`src/game_link_pkg.sv`:
```
// game link shared definitions
`default_nettype none

package game_link_pkg;

    // ****************************************
    // characters on the serial line
    // ****************************************

    typedef logic [7:0] char_t;           // one uart character

    localparam char_t CHAR_READY = 8'h52; // R means waiting for a game
    localparam char_t CHAR_LOSE  = 8'h4C; // L means sender has lost
    localparam char_t CHAR_HIT   = 8'h44; // D means sender scored a hit

    // ticks per serial bit
    localparam int OVERSAMPLE = 16;

    // ****************************************
    // link state machine
    // ****************************************

    typedef enum logic [2:0] {
        IDLE,       // single mode or not started
        WAIT_PEER,  // repeating R until the peer answers
        PLAYING,
        WON,
        LOST
    } link_state_t;

endpackage

`default_nettype wire
```
`src/game_link_top.sv`:
```
// game link top level
`timescale 1ns/1ps
`default_nettype none

module game_link_top #(
    parameter int TICK_DIV = 4  // clocks per oversampling tick
) (
    input  logic                  clk,
    input  logic                  rst,
    input  logic                  rx,
    input  logic                  multiplayer,
    input  logic                  start,
    input  logic                  game_over,
    input  logic                  player_hit,
    output logic                  tx,
    output logic                  playing,
    output logic                  won,
    output logic                  lost,
    output logic                  peer_hit,
    output game_link_pkg::char_t  last_char
);

    logic                 tick;
    logic                 rx_valid;
    game_link_pkg::char_t rx_data;
    logic                 send_ready;
    logic                 send_lose;
    logic                 send_hit;
    logic                 tx_start;
    game_link_pkg::char_t tx_data;
    logic                 tx_busy;
    logic                 tx_done;

    baud_tick_gen #(.TICK_DIV(TICK_DIV)) u_tick (
        .clk(clk), .rst(rst), .tick(tick)
    );

    uart_tx u_tx (
        .clk(clk), .rst(rst), .tick(tick), .start(tx_start), .data(tx_data),
        .tx(tx), .busy(tx_busy), .done(tx_done)
    );

    uart_rx u_rx (
        .clk(clk), .rst(rst), .tick(tick), .rx(rx), .valid(rx_valid), .data(rx_data)
    );

    uart_logic u_enc (
        .clk(clk), .rst(rst), .send_ready(send_ready), .send_lose(send_lose),
        .send_hit(send_hit), .tx_busy(tx_busy), .tx_done(tx_done),
        .tx_start(tx_start), .tx_data(tx_data)
    );

    link_fsm u_fsm (
        .clk(clk), .rst(rst), .multiplayer(multiplayer), .start(start),
        .game_over(game_over), .player_hit(player_hit), .rx_valid(rx_valid),
        .rx_data(rx_data), .tx_done(tx_done), .send_ready(send_ready),
        .send_lose(send_lose), .send_hit(send_hit), .playing(playing), .won(won),
        .lost(lost), .peer_hit(peer_hit), .last_char(last_char)
    );

endmodule

`default_nettype wire

```
`src/link_fsm.sv`:
```
// multiplayer link state machine
`timescale 1ns/1ps
`default_nettype none

module link_fsm (
    input  logic                  clk,
    input  logic                  rst,
    input  logic                  multiplayer,
    input  logic                  start,
    input  logic                  game_over,
    input  logic                  player_hit,
    input  logic                  rx_valid,
    input  game_link_pkg::char_t  rx_data,
    input  logic                  tx_done,
    output logic                  send_ready,
    output logic                  send_lose,
    output logic                  send_hit,
    output logic                  playing,
    output logic                  won,
    output logic                  lost,
    output logic                  peer_hit,
    output game_link_pkg::char_t  last_char
);

    game_link_pkg::link_state_t state;
    logic                       got_ready;
    logic                       got_lose;
    logic                       got_hit;

    // received character decode
    assign got_ready = rx_valid && (rx_data == game_link_pkg::CHAR_READY);
    assign got_lose  = rx_valid && (rx_data == game_link_pkg::CHAR_LOSE);
    assign got_hit   = rx_valid && (rx_data == game_link_pkg::CHAR_HIT);

    always_ff @(posedge clk) begin
        send_ready <= 1'b0;
        send_lose  <= 1'b0;
        send_hit   <= 1'b0;
        peer_hit   <= 1'b0;
        if (rst) begin
            state <= game_link_pkg::IDLE;
        end else if (!multiplayer) begin
            state <= game_link_pkg::IDLE;   // single mode keeps the link silent
        end else begin
            case (state)
                game_link_pkg::IDLE: begin
                    if (start) begin
                        state      <= game_link_pkg::WAIT_PEER;
                        send_ready <= 1'b1;
                    end
                end
                game_link_pkg::WAIT_PEER: begin
                    if (got_ready)
                        state <= game_link_pkg::PLAYING;
                    else if (tx_done)
                        send_ready <= 1'b1;  // keep repeating R
                end
                game_link_pkg::PLAYING: begin
                    send_hit <= player_hit;
                    peer_hit <= got_hit;
                    if (game_over) begin
                        send_lose <= 1'b1;
                        state     <= game_link_pkg::LOST;
                    end else if (got_lose) begin
                        state <= game_link_pkg::WON;
                    end
                end
                default: begin // WON, LOST
                    if (start) begin
                        state      <= game_link_pkg::WAIT_PEER;
                        send_ready <= 1'b1;
                    end
                end
            endcase
        end
    end

    // most recent character of any value
    always_ff @(posedge clk) begin
        if (rst)
            last_char <= '0;
        else if (rx_valid)
            last_char <= rx_data;
    end

    assign playing = (state == game_link_pkg::PLAYING);
    assign won     = (state == game_link_pkg::WON);
    assign lost    = (state == game_link_pkg::LOST);

endmodule

`default_nettype wire

```
`src/uart_logic.sv`:
```
// link message encoder
`timescale 1ns/1ps
`default_nettype none

module uart_logic (
    input  logic                  clk,
    input  logic                  rst,
    input  logic                  send_ready,
    input  logic                  send_lose,
    input  logic                  send_hit,
    input  logic                  tx_busy,
    input  logic                  tx_done,
    output logic                  tx_start,
    output game_link_pkg::char_t  tx_data
);

    logic                 pend_valid;
    game_link_pkg::char_t pend_char;
    logic                 req;
    game_link_pkg::char_t req_char;

    // ****************************************
    // requests ranked hit then ready then lose
    // ****************************************

    assign req = send_hit | send_ready | send_lose;

    always_comb begin
        if (send_hit)
            req_char = game_link_pkg::CHAR_HIT;
        else if (send_ready)
            req_char = game_link_pkg::CHAR_READY;
        else
            req_char = game_link_pkg::CHAR_LOSE;
    end

    // ****************************************
    // one character holding slot
    // ****************************************

    // line gets one idle cycle after each frame
    assign tx_start = pend_valid && !tx_busy && !tx_done;
    assign tx_data  = pend_char;

    always_ff @(posedge clk) begin
        if (rst)
            pend_valid <= 1'b0;
        else if (req)
            pend_valid <= 1'b1;      // new request overwrites the slot
        else if (tx_start)
            pend_valid <= 1'b0;
    end

    always_ff @(posedge clk) begin
        if (req) pend_char <= req_char;
    end

endmodule

`default_nettype wire

```
`src/uart_rx.sv`:
```
// uart 8n1 oversampling receiver
`timescale 1ns/1ps
`default_nettype none

module uart_rx (
    input  logic                  clk,
    input  logic                  rst,
    input  logic                  tick,
    input  logic                  rx,
    output logic                  valid,
    output game_link_pkg::char_t  data
);

    localparam int TW = $clog2(game_link_pkg::OVERSAMPLE);
    localparam logic [TW-1:0] LAST_TICK = TW'(game_link_pkg::OVERSAMPLE - 1);
    localparam logic [TW-1:0] MID_TICK  = TW'(game_link_pkg::OVERSAMPLE / 2 - 1);

    typedef enum logic [1:0] {
        RX_IDLE,
        RX_START,
        RX_DATA,
        RX_STOP
    } rx_state_t;

    rx_state_t            state;
    logic                 rx_meta;
    logic                 rx_sync;
    logic                 rx_prev;
    logic [TW-1:0]        tick_cnt;
    logic [2:0]           bit_cnt;
    game_link_pkg::char_t shreg;

    // two flop synchronizer plus edge history
    always_ff @(posedge clk) begin
        if (rst) begin
            rx_meta <= 1'b1;
            rx_sync <= 1'b1;
            rx_prev <= 1'b1;
        end else begin
            rx_meta <= rx;
            rx_sync <= rx_meta;
            rx_prev <= rx_sync;
        end
    end

    always_ff @(posedge clk) begin
        valid <= 1'b0;
        if (rst) begin
            state    <= RX_IDLE;
            tick_cnt <= '0;
            bit_cnt  <= '0;
        end else begin
            case (state)
                RX_IDLE: begin
                    if (rx_prev && !rx_sync) begin // falling start edge
                        state    <= RX_START;
                        tick_cnt <= '0;
                    end
                end
                RX_START: begin
                    if (tick) begin
                        if (tick_cnt == MID_TICK) begin
                            tick_cnt <= '0;
                            bit_cnt  <= '0;
                            state    <= rx_sync ? RX_IDLE : RX_DATA; // glitch check
                        end else begin
                            tick_cnt <= tick_cnt + 1'b1;
                        end
                    end
                end
                RX_DATA: begin
                    if (tick) begin
                        if (tick_cnt == LAST_TICK) begin
                            tick_cnt <= '0;
                            shreg    <= {rx_sync, shreg[7:1]}; // lsb first
                            bit_cnt  <= bit_cnt + 1'b1;
                            if (bit_cnt == 3'd7) state <= RX_STOP;
                        end else begin
                            tick_cnt <= tick_cnt + 1'b1;
                        end
                    end
                end
                default: begin // RX_STOP
                    if (tick) begin
                        if (tick_cnt == LAST_TICK) begin
                            tick_cnt <= '0;
                            state    <= RX_IDLE;
                            if (rx_sync) begin
                                valid <= 1'b1;
                                data  <= shreg;  // bad stop bit drops the frame
                            end
                        end else begin
                            tick_cnt <= tick_cnt + 1'b1;
                        end
                    end
                end
            endcase
        end
    end

endmodule

`default_nettype wire

```
`src/uart_tx.sv`:
```
// uart 8n1 transmitter
`timescale 1ns/1ps
`default_nettype none

module uart_tx (
    input  logic                  clk,
    input  logic                  rst,
    input  logic                  tick,
    input  logic                  start,
    input  game_link_pkg::char_t  data,
    output logic                  tx,
    output logic                  busy,
    output logic                  done
);

    localparam int TW = $clog2(game_link_pkg::OVERSAMPLE);
    localparam logic [TW-1:0] LAST_TICK = TW'(game_link_pkg::OVERSAMPLE - 1);

    logic [9:0]    frame;    // stop, data lsb first, start
    logic          active;   // line is carrying the frame
    logic [TW-1:0] tick_cnt;
    logic [3:0]    bit_cnt;

    // frame payload loaded on start and shifted out
    always_ff @(posedge clk) begin
        if (start && !busy) begin
            frame <= {1'b1, data, 1'b0};
        end else if (tick && busy && (!active || (tick_cnt == LAST_TICK))) begin
            frame <= {1'b1, frame[9:1]};
        end
    end

    always_ff @(posedge clk) begin
        done <= 1'b0;
        if (rst) begin
            tx       <= 1'b1;           // line idles high
            busy     <= 1'b0;
            active   <= 1'b0;
            tick_cnt <= '0;
            bit_cnt  <= '0;
        end else if (start && !busy) begin
            busy   <= 1'b1;
            active <= 1'b0;             // start edge waits for next tick
        end else if (tick && busy) begin
            if (!active) begin
                active   <= 1'b1;
                tx       <= frame[0];   // start bit
                tick_cnt <= '0;
                bit_cnt  <= '0;
            end else if (tick_cnt == LAST_TICK) begin
                tick_cnt <= '0;
                if (bit_cnt == 4'd9) begin
                    // end of stop bit
                    tx     <= 1'b1;
                    busy   <= 1'b0;
                    active <= 1'b0;
                    done   <= 1'b1;
                end else begin
                    bit_cnt <= bit_cnt + 1'b1;
                    tx      <= frame[0];
                end
            end else begin
                tick_cnt <= tick_cnt + 1'b1;
            end
        end
    end

endmodule

`default_nettype wire

```
`src/baud_tick_gen.sv`:
```
// oversampling tick timer
`timescale 1ns/1ps
`default_nettype none

module baud_tick_gen #(
    parameter int TICK_DIV = 4
) (
    input  logic clk,
    input  logic rst,
    output logic tick
);

    localparam int CNT_W = (TICK_DIV > 1) ? $clog2(TICK_DIV) : 1;

    logic [CNT_W-1:0] cnt;

    always_ff @(posedge clk) begin
        if (rst) begin
            cnt  <= CNT_W'(TICK_DIV - 1);
            tick <= 1'b0;
        end else if (cnt == '0) begin
            cnt  <= CNT_W'(TICK_DIV - 1); // wrap and pulse
            tick <= 1'b1;
        end else begin
            cnt  <= cnt - 1'b1;
            tick <= 1'b0;
        end
    end

endmodule

`default_nettype wire

```
`config.mk`:
```
export PLATFORM = sky130hd
export DESIGN_NAME = game_link_top
export DESIGN_NICKNAME = d
export VERILOG_FILES = /design/src/game_link_pkg.sv /design/src/game_link_top.sv /design/src/link_fsm.sv /design/src/uart_logic.sv /design/src/uart_rx.sv /design/src/uart_tx.sv /design/src/baud_tick_gen.sv
export SDC_FILE = /design/constraint.sdc
export NUM_CORES = 1
export LEC_CHECK = 0
export BUFFER_PORTS_ARGS = -buffer_cell sky130_fd_sc_hd__buf_2
export CAP_MARGIN = 25
export CORE_MARGIN = 5
export CORE_UTILIZATION = 40
export DETAILED_ROUTE_END_ITERATION = 16
export GPL_TIMING_DRIVEN = 0
export HOLD_SLACK_MARGIN = 0.08
export PLACE_DENSITY = 0.69
export REMOVE_ABC_BUFFERS = 1
export SYNTH_ARGS = -nofsm -noshare
export SYNTH_HDL_FRONTEND = slang
export SYNTH_SLANG_ARGS = --single-unit
```
`constraint.sdc`:
```
create_clock -name clk -period 4.35 [get_ports clk]
set_input_delay 0.435 -clock clk [delete_from_list [all_inputs] [get_ports clk]]
set_output_delay 0.435 -clock clk [all_outputs]
set_load 0.02 [all_outputs]
```
Word-level counts from Yosys, hierarchy flattened
Cells that the tools add are included.

Reductions and logical operators: 43. Add/subtract/negate cells: 5. Bitwise logic cells: 12. Mux-type cells: 55. Eq/ne operators: 24.

Operators with widths (count): $mux 4 (10); $eq 8x7->1 const B (3); $mux 3 (8); $mux 1 (20); $mux 2 (9); $mux 9 (2); $reduce_bool 2->1 (8); $add 4x1->4 const B (3); $eq 4x4->1 const B (3); $pmux 3 s2 (2); $reduce_and 4->1 (3); $ne 2x1->1 const B (5); $not 1->1 (10); $reduce_and 5->1 (2); $logic_and 1x1->1 (9); $reduce_and 3->1 (3); $ne 2x2->1 const B (4); $pmux 4 s2 (1); $reduce_and 8->1 (1); $eq 3x2->1 const B (2); $eq 3x3->1 const B (2); $pmux 2 s3 (1); $reduce_bool 3->1 (2); $reduce_or 2->1 (3); other kinds (17) (23).

Register bits: 77. Bits of input ports: 7.

Longest topological paths before layout
Gate-level depths: netlist (run 1).

Depth after elaboration: 6. Mapped depth: 7.

By module
A second synthesis (run 1) with hierarchy kept.

Cell total of the unflattened synthesis: 282. Area total of the unflattened synthesis: 3098.0 sq um.

Modules (own cells, without submodules): uart_rx (cells an instance 89, sequential area each 740.7 sq um, area each 1158.6 sq um, instances 1); uart_tx (cells an instance 95, sequential area each 500.5 sq um, area each 1001.0 sq um, instances 1); link_fsm (cells an instance 70, sequential area each 300.3 sq um, area each 634.4 sq um, instances 1); uart_logic (cells an instance 19, sequential area each 110.1 sq um, area each 200.2 sq um, instances 1); baud_tick_gen (cells an instance 9, sequential area each 60.1 sq um, area each 103.8 sq um, instances 1).

Least setup slack after synthesis (run 1)
No wires, ideal clock.

Kind: register to register. Start point: register u_rx.state[0]. End point: register u_rx.state[1]. Setup time: 0.070 ns. Data required time: 4.280 ns. Stages on the path, launching flop included: 8. Data arrival time: 1.679 ns. Setup slack: 2.601 ns. Buffers on the path: 1. Cell sequence: dfxtp_1 > inv_1 > ha_1 > buf_6 > nand2b_1 > a2111o_1 > nor4_2 > o21bai_1.

Longest elaborated chain between the ends: 3. Elaborated cells between the ends (all ways): 13.

Ends and longest elaborated chain: start: declaration (RTL line uart_rx.sv:25) `rx_state_t state;`; start signal: assignment (RTL line uart_rx.sv:65) `state <= rx_sync ? RX_IDLE : RX_DATA;`; $eq 2x2->1, or another cell as far along (RTL line uart_rx.sv:53) `case (state)`; $ne 2x1->1 (no line), or another cell as far along; $reduce_and 8->1 (no line).

Parallel ways exist; a longest one is shown, timed or not. A chain may end at the register's enable or synchronous reset.

Worst setup path in the final report (run 1)
Start point: register u_tick.tick. End point: register u_tx.frame[2] (enable).

Longest elaborated chain between the ends: 3.

Ends and longest elaborated chain: start: declaration (RTL line baud_tick_gen.sv:10) `output logic tick`; start signal: assignment (RTL line baud_tick_gen.sv:20) `tick <= 1'b0;`; start signal: assignment (RTL line baud_tick_gen.sv:23) `tick <= 1'b1;`; start signal: assignment (RTL line baud_tick_gen.sv:26) `tick <= 1'b0;`; $logic_and 1x1->1 (2 in a row) (RTL line uart_tx.sv:28) `end else if (tick && busy && (!active || (tick_cnt == LAST_TICK))) begin`; $reduce_bool 2->1 (no line); end signal: assignment (RTL line uart_tx.sv:27) `frame <= {1'b1, data, 1'b0};`; end signal: assignment (RTL line uart_tx.sv:29) `frame <= {1'b1, frame[9:1]};`; end: declaration (RTL line uart_tx.sv:19) `logic [9:0] frame;`.

Every way passes these cells.

==> results by group, run 1 <==
STA
  – Fin crit share: 53.2%
  – Final Setup Violations: 0
  – RSZ-0062 raised after global routing: false
  – Slew headroom: 48.1%
  – Fmax: 433 MHz
  – Setup TNS: 0 ns
  – Final Hold Violating Endpoints: 0
  – Worst Tran Pin Value: 0.778 ns
  – Min Clock Period, post-route: 2.31 ns
  – Fin. max-slew vios: 0
  – Clk_skew: 0.00845 ns

Worst setup path
  – Critical path arrival: 2.35 ns
  – Reg-to-reg slack, setup: 2.04 ns
  – Crit path launch type: register
  – Worst Reg-to-Reg Cells: 3
  – Critical path peak fanout: 13
  – RR Endpoint: u_tx.frame[2]
  – Crit. End Element: register
  – Setup CP Type: reg -> reg
  – Worst R2R Start: u_tick.tick
  – Worst endpoint required time: 4.39 ns

Synthesis
  – Ys async rst share: 0%
  – Top FF cell, synth: dfxtp_1
  – Synth Area per Inst: 10.8 sq um
  – Number of synthesized register bits: 72
  – Cells after synthesis: 288
  – Synth Warn #: 0
  – Post-synth EDFFs: 27
  – Yosys cell types: 54
  – Post-synthesis sequential area ratio: 55.2%
  – Syn Std Cell Area: 3100 sq um

Drt
  – Overall routed net length: 5500 microns
  – Via density: 5.20
  – Post-route ant nets: 0
  – Router iterations before antenna repair: 4
  – DRC: 0
  – Average wire per standard cell: 13.3 microns
  – 1st-iter DRT viols: 94
  – Via count: 2147

Place
  – DPL Wire Length: 3850 microns
  – Placed cell area: 3250 sq um
  – RD Place Congestion: 0.765
  – Port Buffers: 19

GRT
  – Initial antenna violation count: 0
  – Met3 usage: 4.57%
  – Largest net degree at the start of global routing: 34
  – Met2 usage: 20.9%
  – Total gr overflow: 0
  – Met1 Use GR: 15.1%
  – GRT busiest layer: met2
  – First-pass GRT wire length: 9830 microns
  – GRT Total Usage: 12.6%
  – Vias in the first global route: 2165

Clocking
  – Clk buf depth: 2
  – H-tree Lvls: 3
  – Clock Tree Root: clkbuf_8
  – CTS clk-pin slew, worst paths: 0.07 ns
  – Skew-Pair Late Insertion Delay: 0.34 ns
  – Post-CTS Repair Setup Buffers: 0
  – Num CTS Buffers: 9
  – Hold buffer count at CTS: 0
  – Cts repair resizes: 0
  – Clock Sinks: 72
  – CTS tree: built

Status
  – Outcome: completed

Final layout
  – Ratio of cells with drive above 1 in the final layout: 14.1%
  – Most common cell after layout, fill and taps aside: dfxtp_1
  – Area Growth Syn to Fin: 10.9%
  – Ant diodes: 0
  – Leading cell types in the layout, fill and taps excluded: dfxtp_1 (45), nor2_1 (27), edfxtp_1 (27)
  – Layout net count: 324
  – Post-layout instance area: 3440 sq um

Die
  – Die Wd: 98.0 microns
  – Core Box Area: 7650 sq um
  – Cell Rows: 32
  – Die span in y: 98.0 microns
  – Starting Density: 40.5%
  – Die ar.: 9610 sq um
  – Top Ports: 20

Min path
  – Hold EP: u_rx.rx_meta
  – Hold path depth: 2
  – Hold Path Class: in -> reg
  – Hold path startpoint: rx

Pwr
  – Leakage power: 0.00129 uW
  – VDD IR max: 275 uV
  – Pwr Density: 376 nW/um^2

Run
  – Max-cap violations: 0
## power breakdown
part           internal, uW  switching, uW
logic                  28.9           38.1
clock network           262            243
registers               709           10.5
## metrics by stage
step	hold WS (ns)	utilization (%)	power, uW	std cells	setup WS, ns
2_1_floorplan	0.358	-	781	275	2.53
3_3_place_gp	0.366	42.4	799	396	2.10
3_5_place_dp	0.379	42.5	803	397	2.06
4_1_cts	0.256	44.9	1310	413	2.03
5_1_grt	0.264	44.9	1350	413	1.80
6_report	0.269	44.9	1290	413	2.04
## worst max path at each step
stage	endpoint	slack [ns]	from	cells after the start
2_1_floorplan	u_tx.frame[1]	2.53	u_tick.tick	3
3_3_place_gp	u_tx.frame[4]	2.10	u_tick.tick	3
3_5_place_dp	u_tx.frame[4]	2.06	u_tick.tick	3
4_1_cts	u_tx.frame[2]	2.03	u_tick.tick	3
5_1_grt	u_tx.frame[1]	1.80	u_tick.tick	3
6_report	u_tx.frame[2]	2.04	u_tick.tick	3
## state kept, by name (all words and copies together) (netlist names), 2 cells and up
| name | flops |
|---|---|
| u_rx.tick_cnt | 4 |
| u_rx.bit_cnt | 3 |
| u_fsm.state | 3 |
| u_rx.data | 8 |
| u_rx.state | 2 |
| u_rx.shreg | 8 |
| u_tx.frame | 9 |
| u_tick.cnt | 2 |
| u_tx.bit_cnt | 4 |
| u_tx.tick_cnt | 4 |
| u_enc.tx_data | 3 |
| u_fsm.last_char | 8 |
## metal layers
layer	vias up	routed length [microns]
met4	0	69
met1	1034	2560
li1	1077	-
met5	-	0
met2	29	2640
met3	7	226
## worst max-delay path, cell delays in order, from the launching register on
cell and delay (ns):
dfxtp_1 0.57, nand2_1 0.37, a21oi_1 0.71, or2_2 0.35
## Yosys cell counts, drive strengths merged (2+ instances only)
| cell type | n | area, sq um |
|---|---|---|
| o31ai | 2 | 15.0 |
| nand3b | 3 | 22.5 |
| nand2 | 17 | 63.8 |
| nand4 | 4 | 25.0 |
| nor4b | 2 | 17.5 |
| and3 | 3 | 18.8 |
| nor2b | 6 | 45.0 |
| nor3 | 6 | 30.0 |
| or2 | 5 | 31.3 |
| a31oi | 4 | 25.0 |
| o21a | 2 | 15.0 |
| and2 | 7 | 43.8 |
| a22o | 4 | 35.0 |
| xnor2 | 2 | 17.5 |
| nor2 | 27 | 101 |
| buf | 7 | 53.8 |
| clkbuf | 6 | 22.5 |
| o21bai | 2 | 15.0 |
| nand3 | 9 | 45.0 |
| ha | 11 | 138 |
| inv | 10 | 37.5 |
| a21oi | 18 | 90.1 |
| o21ai | 9 | 45.0 |
| a21boi | 3 | 22.5 |
| nor3b | 3 | 22.5 |
| nand2b | 5 | 31.3 |
| nor4 | 2 | 18.8 |
| or3 | 3 | 18.8 |
| a22oi | 3 | 22.5 |
| edfxtp | 27 | 811 |
| a211oi | 2 | 15.0 |
| dfxtp | 45 | 901 |
| o221a | 2 | 22.5 |
| mux2i | 12 | 120 |
## area by class of cell
type | count | area (sq um)
fill | 708 | 4210
sequential | 72 | 1710
multi-input combinational | 193 | 1270
clock buffer | 10 | 128
tap | 102 | 128
timing repair buffer | 20 | 100
clock inverter | 6 | 58.8
inverter | 10 | 37.5
## cells by family after synthesis
| family | count (synthesis) | share of synthesized area (%) |
|---|---|---|
| adders and majority gates | 11 | 4.44 |
| muxes | 12 | 3.88 |
| DFF | 72 | 55.2 |
| and+or+nand+nor | 108 | 19.1 |
| xor gates and xnor gates | 2 | 0.565 |
| AOI/OAI and AO/OA | 60 | 13.1 |
| buffers and inverters | 23 | 3.67 |
No activity file was read; power rests on OpenSTA's default activity.
==> inputs of run 2 (changes only) <==
Settings changed: PLACE_DENSITY 0.69 to 0.71.
Clock period 4.35 ns to 2 ns, I/O delays scaled along.
==> run 2 against run 1 <==
Global-route usage shrank 0.43 points. Fmax grew 25%. Via count shrank 0.28%.
==> results by group, run 2 (same netlist as run 1, synthesis figures left out) <==
Status
  – Outcome: completed

GRT
  – Vias in the first global route: 2057
  – Largest net degree at the start of global routing: 34
  – Total gr overflow: 0
  – Initial antenna violation count: 0
  – First-pass GRT wire length: 9560 microns
  – GRT Total Usage: 12.2%

STA
  – Slew headroom: 56.7%
  – Clk_skew: 0.00844 ns
  – Min Clock Period, post-route: 1.85 ns
  – RSZ-0062 raised after global routing: false
  – Fin crit share: 92.3%
  – Final Setup Violations: 0
  – Final hold slack: 0.174 ns
  – Final Hold Violating Endpoints: 0
  – Fin. max-slew vios: 0
  – Setup TNS: 0 ns
  – Fmax: 542 MHz
  – Worst Tran Pin Value: 0.646 ns

Final layout
  – Ant diodes: 0
  – Layout net count: 325
  – Max FFs per register: 9
  – Leading cell types in the layout, fill and taps excluded: dfxtp_1 (45), nor2_1 (27), edfxtp_1 (27)
  – Layout Cells excl Fill: 414
  – Most common cell after layout, fill and taps aside: dfxtp_1
  – Util after Layout: 45.5%
  – Ratio of cells with drive above 1 in the final layout: 15.4%
  – Most flop-heavy register: u_tx.frame
  – Area Growth Syn to Fin: 12.2%

Drt
  – Via density: 5.17
  – Overall routed net length: 5320 microns
  – Post-route ant nets: 0
  – 1st-iter DRT viols: 73
  – Router iterations before antenna repair: 4
  – Average wire per standard cell: 12.9 microns
  – Via count: 2141
  – DRC: 0

Die
  – Die ar.: 9610 sq um
  – Top Ports: 20
  – Cell Rows: 32
  – Die span in y: 98.0 microns
  – Core Box Area: 7650 sq um
  – Starting Density: 40.5%
  – Die Wd: 98.0 microns

Min path
  – Hold Path Class: in -> reg

Clocking
  – Clock Tree Root: clkbuf_8
  – Clk buf depth: 2
  – Num CTS Buffers: 9
  – Clock Sinks: 72
  – Post-CTS Repair Setup Buffers: 0
  – Skew-Pair Late Insertion Delay: 0.33 ns
  – H-tree Lvls: 3
  – CTS clk-pin slew, worst paths: 0.07 ns
  – CTS tree: built

Pwr
  – Clock power share: 38.9%
  – Combinational power share: 5.3%
  – Pint: 2210 uW
  – Pwr Density: 807 nW/um^2
  – Sw Pwr: 599 uW
  – Leakage power: 0.00130 uW
  – VDD IR max: 424 uV
  – Sw frac: 21.3%
  – Share of power burned in registers: 55.8%

Worst setup path
  – Crit path launch type: register
  – Setup CP Type: reg -> reg
  – Worst endpoint required time: 2.26 ns
  – Crit. End Element: register
  – Critical path peak fanout: 9
  – Critical path arrival: 2.11 ns

Run
  – Max-cap violations: 0

Place
  – Placed cells: 396
  – Port Buffers: 19
  – RD Place Congestion: 0.851
  – DPL Wire Length: 3680 microns
run 2: worst paths after layout:
path                                     from               to  slack [ns]  cells after the start
worst max register to register  u_rx.state[0]    u_rx.state[1]        0.15                      6
worst min-delay path                game_over  u_fsm.send_lose        0.17                      3
worst min register to register  u_tick.cnt[0]    u_tick.cnt[0]        0.39                      1
worst max-delay path            u_rx.state[0]    u_rx.state[1]        0.15                      6
run 2: per-layer routing:
layer	track usage [%]	vias to the layer above	routed length, microns
met1	15.6	1013	2450
met4	4.69	0	94
met3	4.57	10	214
li1	-	1079	-
met5	0	-	0
met2	18.8	39	2570
run 2: metrics by stage:
stage	worst slack [ns]	cell area, sq um	total power [uW]
2_1_floorplan	0.176	3020	1700
3_3_place_gp	-0.278	3250	1740
3_5_place_dp	-0.226	3250	1740
4_1_cts	0.0738	3470	2850
5_1_grt	0.0170	3480	2940
6_report	0.154	3480	2810
run 2: timing repair:
action | in CTS | in global routing
pin swaps | 0 | 1
hold buffers | 2 | 0
cloned | 0 | 0
setup endpoints to repair | 8 | 11
endpoints found under the hold margin | 2 | 0
resized for setup | 3 | 3
run 2: power groups by stage:
stage                     registers, uW  logic [uW]  clock network (uW)
final                              1570         148                1090
after global routing               1570         169                1200
after CTS                          1570         148                1130
after detailed placement           1600         144                   0
after global placement             1600         139                   0
after floorplan                    1590         106                   0
run 2: layout make-up:
class | instances | area, sq um
Sequential cell | 72 | 1710
Fill cell | 715 | 4170
Inverter | 10 | 37.5
Multi-Input combinational cell | 193 | 1300
Clock buffer | 11 | 141
Clock inverter | 5 | 47.5
Timing Repair Buffer | 21 | 115
Tap cell | 102 | 128
run 2: worst max-delay path, stage by stage, from the launching register on:
cell and delay (ns):
dfxtp_1 0.40, inv_1 0.10, ha_2 0.25, nand2b_1 0.15, a2111o_1 0.48, nor4_2 0.26
o21bai_1 0.13
